File: src/hw/audio_pkg.sv
package audio_pkg;

	// ------------------------------
	// Sample and control types
	// ------------------------------

	// One signed PCM sample from the sound card
	typedef logic signed [15:0] sample_t;

	// Speaker volume step, 0 is the quietest
	typedef logic [1:0] spk_level_t;

	// Compressor mode, shared by all channels
	typedef enum logic [1:0] {
		BOOST_NONE = 2'd0,
		BOOST_2X   = 2'd1,
		BOOST_4X   = 2'd2
	} boost_e;

	// Raw and compressed versions of the same sample, kept in step
	typedef struct packed {
		sample_t raw;
		sample_t shaped;
	} comp_lane_t;

	// ------------------------------
	// Speaker scaling
	// ------------------------------

	// Speaker bit lands at bit 11..14 depending on the volume step
	localparam int unsigned SPK_BASE_SHIFT = 11;

	// ------------------------------
	// Compressor curves
	// ------------------------------

	// Below the knee the magnitude is multiplied by GAIN,
	// above it the slope drops to 1/FACTOR starting from BASE
	localparam logic [15:0] CMP2_FACTOR = 16'd4;
	localparam logic [15:0] CMP2_GAIN   = 16'd2;
	localparam logic [15:0] CMP2_KNEE   = 16'd14044;
	localparam logic [15:0] CMP2_BASE   = 16'd28088;

	localparam logic [15:0] CMP4_FACTOR = 16'd8;
	localparam logic [15:0] CMP4_GAIN   = 16'd4;
	localparam logic [15:0] CMP4_KNEE   = 16'd7399;
	localparam logic [15:0] CMP4_BASE   = 16'd29596;

endpackage

File: src/hw/speaker_mixer.sv
`timescale 1ns/1ps

module speaker_mixer
	import audio_pkg::*;
#(
	parameter int N_CH = 2
) (
	input  logic                  clk_sys,
	input  logic                  cpu_reset,

	input  sample_t [N_CH-1:0]    sb_sample,
	input  logic                  speaker_out,
	input  spk_level_t            spk_level,
	input  logic [1:0]            boost_sel,

	output sample_t [N_CH-1:0]    mixed,
	output boost_e                boost
);

	// ------------------------------
	// Speaker term
	// ------------------------------

	// Registered one cycle ahead of the sum
	sample_t spk_term;

	always_ff @(posedge clk_sys) begin
		if (cpu_reset) begin
			spk_term <= '0;
		end else if (speaker_out) begin
			spk_term <= sample_t'(16'd1 << (SPK_BASE_SHIFT + 32'(spk_level)));
		end else begin
			spk_term <= '0;
		end
	end

	// ------------------------------
	// Boost decode
	// ------------------------------

	boost_e boost_dec;

	// Both upper codes select the 4x curve
	always_comb begin
		case (boost_sel)
			2'd0:    boost_dec = BOOST_NONE;
			2'd1:    boost_dec = BOOST_2X;
			default: boost_dec = BOOST_4X;
		endcase
	end

	// ------------------------------
	// Channel sums
	// ------------------------------

	// Plain 16-bit wraparound, a loud sample plus the speaker may flip sign
	always_ff @(posedge clk_sys) begin
		if (cpu_reset) begin
			mixed <= '0;
			boost <= BOOST_NONE;
		end else begin
			for (int ch = 0; ch < N_CH; ch++) begin
				mixed[ch] <= sb_sample[ch] + spk_term;
			end
			// Boost travels with the sample it arrived alongside
			boost <= boost_dec;
		end
	end

endmodule

File: src/hw/sample_compressor.sv
`timescale 1ns/1ps

module sample_compressor
	import audio_pkg::*;
(
	input  logic        clk_sys,
	input  logic        cpu_reset,

	input  sample_t     mixed,
	input  boost_e      boost,

	output comp_lane_t  lane,
	output boost_e      boost_q
);

	// ------------------------------
	// Magnitude
	// ------------------------------

	logic [15:0] mag;

	always_comb begin
		mag = mixed[15] ? (~mixed + 16'd1) : mixed;
	end

	// ------------------------------
	// Two-slope curves
	// ------------------------------

	logic [15:0] mag_2x;
	logic [15:0] mag_4x;
	logic [15:0] mag_sel;
	sample_t     shaped;

	// Steep slope below the knee, shallow slope above it
	always_comb begin
		if (mag < CMP2_KNEE) begin
			mag_2x = mag * CMP2_GAIN;
		end else begin
			mag_2x = ((mag - CMP2_KNEE) / CMP2_FACTOR) + CMP2_BASE;
		end
	end

	always_comb begin
		if (mag < CMP4_KNEE) begin
			mag_4x = mag * CMP4_GAIN;
		end else begin
			mag_4x = ((mag - CMP4_KNEE) / CMP4_FACTOR) + CMP4_BASE;
		end
	end

	// Only the 4x mode picks the second curve
	always_comb begin
		mag_sel = (boost == BOOST_4X) ? mag_4x : mag_2x;
	end

	// Restore the sign
	always_comb begin
		shaped = mixed[15] ? sample_t'(~(mag_sel - 16'd1)) : sample_t'(mag_sel);
	end

	// ------------------------------
	// Lane register
	// ------------------------------

	// Raw is held back with the shaped value so both describe one sample
	always_ff @(posedge clk_sys) begin
		if (cpu_reset) begin
			lane    <= '0;
			boost_q <= BOOST_NONE;
		end else begin
			lane.raw    <= mixed;
			lane.shaped <= shaped;
			boost_q     <= boost;
		end
	end

	// The curve never flips the sign, apart from the 2x wrap to 8000 at full scale
	a_sign_kept: assert property (
		@(posedge clk_sys) disable iff (cpu_reset)
		(lane.raw != '0 && lane.raw != sample_t'(16'h8000) &&
			lane.shaped != sample_t'(16'h8000))
		|-> (lane.shaped[15] == lane.raw[15])
	);

endmodule

File: src/hw/audio_out_stage.sv
`timescale 1ns/1ps

module audio_out_stage
	import audio_pkg::*;
#(
	parameter int N_CH = 2
) (
	input  logic                   clk_sys,
	input  logic                   cpu_reset,

	input  comp_lane_t [N_CH-1:0]  lanes,
	input  boost_e                 boost,

	output sample_t [N_CH-1:0]     audio_out
);

	// ------------------------------
	// Output select and register
	// ------------------------------

	always_ff @(posedge clk_sys) begin
		if (cpu_reset) begin
			audio_out <= '0;
		end else begin
			for (int ch = 0; ch < N_CH; ch++) begin
				// Boost is the copy that rode along with this very sample
				if (boost == BOOST_NONE) begin
					audio_out[ch] <= lanes[ch].raw;
				end else begin
					audio_out[ch] <= lanes[ch].shaped;
				end
			end
		end
	end

	// ------------------------------
	// Checks
	// ------------------------------

	// With boost off the mixed sample must pass through untouched
	for (genvar ch = 0; ch < N_CH; ch++) begin : g_chk
		a_bypass: assert property (
			@(posedge clk_sys) disable iff (cpu_reset)
			(boost == BOOST_NONE) |=> (audio_out[ch] == $past(lanes[ch].raw))
		);
	end

endmodule

File: src/hw/audio_output_path.sv
`timescale 1ns/1ps

module audio_output_path
	import audio_pkg::*;
#(
	parameter int N_CH = 2
) (
	input  logic                  clk_sys,
	input  logic                  cpu_reset,

	input  sample_t [N_CH-1:0]    sb_sample,
	input  logic                  speaker_out,
	input  spk_level_t            spk_level,
	input  logic [1:0]            boost_sel,

	output sample_t [N_CH-1:0]    audio_out
);

	// ------------------------------
	// Interconnect
	// ------------------------------

	sample_t    [N_CH-1:0] mixed;
	boost_e                boost;

	comp_lane_t [N_CH-1:0] lanes;
	boost_e     [N_CH-1:0] lane_boost;

	// ------------------------------
	// Mixer
	// ------------------------------

	speaker_mixer #(
		.N_CH(N_CH)
	) speaker_mixer_inst (
		.clk_sys    (clk_sys),
		.cpu_reset  (cpu_reset),
		.sb_sample  (sb_sample),
		.speaker_out(speaker_out),
		.spk_level  (spk_level),
		.boost_sel  (boost_sel),
		.mixed      (mixed),
		.boost      (boost)
	);

	// ------------------------------
	// Per-channel compressors
	// ------------------------------

	for (genvar ch = 0; ch < N_CH; ch++) begin : g_lane
		sample_compressor sample_compressor_inst (
			.clk_sys  (clk_sys),
			.cpu_reset(cpu_reset),
			.mixed    (mixed[ch]),
			.boost    (boost),
			.lane     (lanes[ch]),
			.boost_q  (lane_boost[ch])
		);
	end

	// ------------------------------
	// Output stage
	// ------------------------------

	// All lanes carry the same boost, lane 0 speaks for them
	audio_out_stage #(
		.N_CH(N_CH)
	) audio_out_stage_inst (
		.clk_sys  (clk_sys),
		.cpu_reset(cpu_reset),
		.lanes    (lanes),
		.boost    (lane_boost[0]),
		.audio_out(audio_out)
	);

endmodule

File: config.mk
export PLATFORM = sky130hd
export DESIGN_NAME = audio_output_path
export DESIGN_NICKNAME = d
export VERILOG_FILES = /design/src/hw/audio_pkg.sv /design/src/hw/speaker_mixer.sv /design/src/hw/sample_compressor.sv /design/src/hw/audio_out_stage.sv /design/src/hw/audio_output_path.sv
export SDC_FILE = /design/constraint.sdc
export NUM_CORES = 1
export LEC_CHECK = 0
export BUFFER_PORTS_ARGS = -buffer_cell sky130_fd_sc_hd__buf_2
export CAP_MARGIN = 20
export CORE_MARGIN = 10
export CORE_UTILIZATION = 55
export CTS_CLUSTER_DIAMETER = 200
export DETAILED_ROUTE_END_ITERATION = 6
export PLACE_DENSITY = 0.74
export SKIP_LAST_GASP = 1
export SYNTH_ARGS = -nofsm -noshare
export SYNTH_HDL_FRONTEND = slang
export SYNTH_SLANG_ARGS = --single-unit
File: constraint.sdc
create_clock -name clk_sys -period 4.9 [get_ports clk_sys]
set_input_delay 0 -clock clk_sys [delete_from_list [all_inputs] [get_ports clk_sys]]
set_output_delay 0 -clock clk_sys [all_outputs]
set_load 0.05 [all_outputs]
==> impl_metrics.py <==
metrics = {
    "yosys": {
        "yosysWarnings": 0,
        "synth-edff-count": 0,
        "synth_seq_cells": 140,
        "syn_inst": 1305,
        "syn_avg_cell_area_sq_um": 7.96,
        "netlist_area_sq_um": 10400,
        "ys_async_sr_fraction": 0,
        "yosysUniqueCellTypes": 111,
        "yosys_most_used_dff": "dfxtp_1",
        "yosysSeqAreaShare": 0.270,
    },
    "critical_path": {
        "worstSetupStartpointType": "flip-flop",
        "cp_data_arrival_time_ns": 4.90,
        "worstPathRequired_ns": 5.18,
        "cp_num_buf_inv": 3,
        "reg2reg_slack_ns": 0.29,
        "slowest_delay_ns": 0.50,
        "path_cells": "inv_1, ha_1, buf_4, nor2b_1, xnor2_1, inv_1, ha_1, and3_1, o32ai_1, o21ai_1, a211oi_4, mux2i_1, a22oi_1, nor4_4, nand4_2, o31ai_1, xor2_1, nor2_1",
        "endpoint_kind": "flip-flop",
        "critical_path_class": "flip-flop to flip-flop",
        "cp_max_fo": 11,
        "path_delay_family": "compound AO/OA/AOI/OAI gates",
        "cp_slowest_cell": "a211oi_4",
    },
    "timing": {
        "finalSetupTns_ns": 0,
        "setup_violations": 0,
        "post-route-worst-setup-slack_ns": 0.285,
        "clock_skew_ns": 0.0129,
        "period_share": 0.942,
        "period_minus_slack_ns": 4.61,
        "worstMarginPinSlew_ns": 0.775,
        "slew_headroom": 0.483,
        "hold_viol_final": 0,
        "rsz0062_at_grt": "true",
        "slew_violations": 0,
        "max_freq_ghz": 0.217,
    },
    "flow_run": {
        "cap_viol_max_count": 0,
    },
    "power_and_ir_drop": {
        "leakagePower_nw": 4.81,
        "power_density_nw_per_um2": 377,
        "vdd_drop_max_mv": 0.263,
        "total_power_mw": 4.59,
    },
    "finish": {
        "finalNetCount": 1476,
        "layout.cells.non_filler": 1659,
        "area_growth_pct": 17.3,
        "drive_gt1_frac": 0.188,
    },
    "route": {
        "firstDrtPassIters": 6,
        "drt_first_iter_violations": 1280,
        "vias": 10500,
        "antenna_left": 0,
        "viasPerCell": 6.32,
        "finalWirelength_um": 32200,
        "drc": 0,
        "wire_per_inst_um": 19.4,
    },
    "placed_design": {
        "dp_cells": 1592,
        "gp_congestion": 1.03,
        "pre_cts_slack_ns": 0.106,
        "io_buffer_count": 70,
        "dp_hpwl_um": 23500,
    },
    "clocking": {
        "cts.sinks": 140,
        "clk_pin_slew_worst_paths_ns": 0.07,
        "cts-buffers-inserted": 17,
        "clkLatencyLatePin_ns": 0.43,
        "cts_tree": "done",
        "cts_buffer_depth": 2,
        "cts-root-buf": "clkbuf_16",
        "htree_levels": 4,
    },
    "grt": {
        "grt_pass1_vias": 9485,
        "antenna_found_initial": 2,
        "grt_start_max_net_pins": 79,
        "grt_pass1_wl_um": 50800,
        "grt_usage": 0.255,
        "grt_overflow": 0,
    },
    "die": {
        "placementRows": 50,
        "die_w_um": 157,
        "ios": 71,
        "start_util": 0.557,
        "core_area_sq_um": 18600,
        "die_height_um": 157,
        "dieArea_sq_um": 24800,
    },
    "outcome": {
        "outcome": "finished clean",
    },
    "min_path": {
        "hold_path_class": "primary input to flip-flop",
    },
}
-- layout make-up --
| type | instances | area [sq um] |
|---|---|---|
| Fill cell | 1604 | 6470 |
| Antenna cell | 1 | 2.50 |
| Sequential cell | 140 | 2810 |
| Tap cell | 234 | 293 |
| Clock inverter | 14 | 126 |
| Multi-Input combinational cell | 1043 | 7170 |
| Timing Repair Buffer | 177 | 1230 |
| Inverter | 32 | 120 |
| Clock buffer | 18 | 429 |
-- layout by cell type (no fill, tap or decap), drive strengths merged, types with 7 or more instances in the layout --
cell	n
nor2b	60
clkbuf	18
o211ai	21
nand3	40
dlygate4sd3	29
or2	12
xnor2	66
o21bai	7
nor3	33
o311ai	9
nor2	116
buf	148
o21ai	54
xor2	33
o31ai	15
nand2b	16
mux2i	17
o22ai	10
or3	12
or4	8
a31oi	25
and2	11
ha	24
o41ai	11
nand4	25
a21o	14
dfxtp	140
a211oi	17
nor4	19
a22oi	13
a22o	7
and3	15
a21oi	89
o211a	8
nand2	118
inv	40
-- layer usage --
metal  track usage  wire, um
met5             0        13
met4        0.0801       580
met3        0.0669      3760
met2         0.366     13400
met1         0.363     14400
-- cell families after synthesis --
kind of cell / share of synthesized area
simple gates: 0.265
compound gates: 0.269
flops: 0.270
buf+inv: 0.0511
xor+xnor: 0.0893
fa+ha+maj: 0.0328
mux: 0.0218
other cells: 0.000361
-- report_power, final --
part | internal (mW) | switching (mW)
Clock | 0.667 | 0.581
Combinational | 0.777 | 1.23
Sequential | 1.26 | 0.0796
-- synthesized netlist by cell type, types with 13 or more instances --
cell type	instances	area (sq um)
a211oi_1	13	97.6
a21o_1	14	105
a21oi_1	87	435
a31oi_1	23	144
and3_1	15	93.8
buf_2	28	140
clkbuf_1	51	191
dfxtp_1	140	2800
ha_1	24	300
inv_1	31	116
mux2i_1	17	170
nand2_1	117	439
nand2b_1	16	100
nand3_1	40	200
nand4_1	23	144
nor2_1	115	432
nor2b_1	60	375
nor3_1	32	160
nor4_1	17	106
o211ai_1	18	135
o21ai_0	47	235
xnor2_1	65	569
xor2_1	29	254
-- timing repair --
action | CTS | global route
setup buffers | 0 | 5
gates resized for setup | 0 | 18
setup endpoints to repair | 0 | 14
endpoints found under the hold margin | 29 | 0
hold buffers | 29 | 0
-- flip-flops by register name, summed over array words and instances, names as in the netlist --
signal,cells
audio_out_stage_inst.audio_out,32
speaker_mixer_inst.spk_term,8
speaker_mixer_inst.boost,2
speaker_mixer_inst.mixed,32
g_lane.sample_compressor_inst.boost_q,2
g_lane.sample_compressor_inst.lane,64
-- final timing paths --
check	depth (start not counted)	end	start
max	18	g_lane[1].sample_compressor_inst.lane[12]	speaker_mixer_inst.mixed[17]
min	4	speaker_mixer_inst.mixed[25]	sb_sample[25]
max reg2reg	18	g_lane[1].sample_compressor_inst.lane[12]	speaker_mixer_inst.mixed[17]
min reg2reg	2	audio_out_stage_inst.audio_out[13]	g_lane[0].sample_compressor_inst.lane[29]
-- worst reg2reg max path: cells and delay by family (launching register included) --
family,cells,cell delay (ns)
AOI/OAI and AO/OA,5,1.54
and+or+nand+nor,5,0.94
DFF,1,0.44
adders and majority gates,2,0.44
xor gates and xnor gates,2,0.44
buffers and inverters,3,0.42
muxes,1,0.25
-- per-stage QoR --
step	hold slack, ns	area [sq um]	util
final	0.00481	12200	0.653
after floorplan	0.0715	10400	-
after CTS	0.00278	12000	0.645
after global routing	0.0370	12200	0.653
after detailed placement	0.185	11200	0.600
after global placement	0.174	11200	0.600
(Power assumes the default switching activity.)
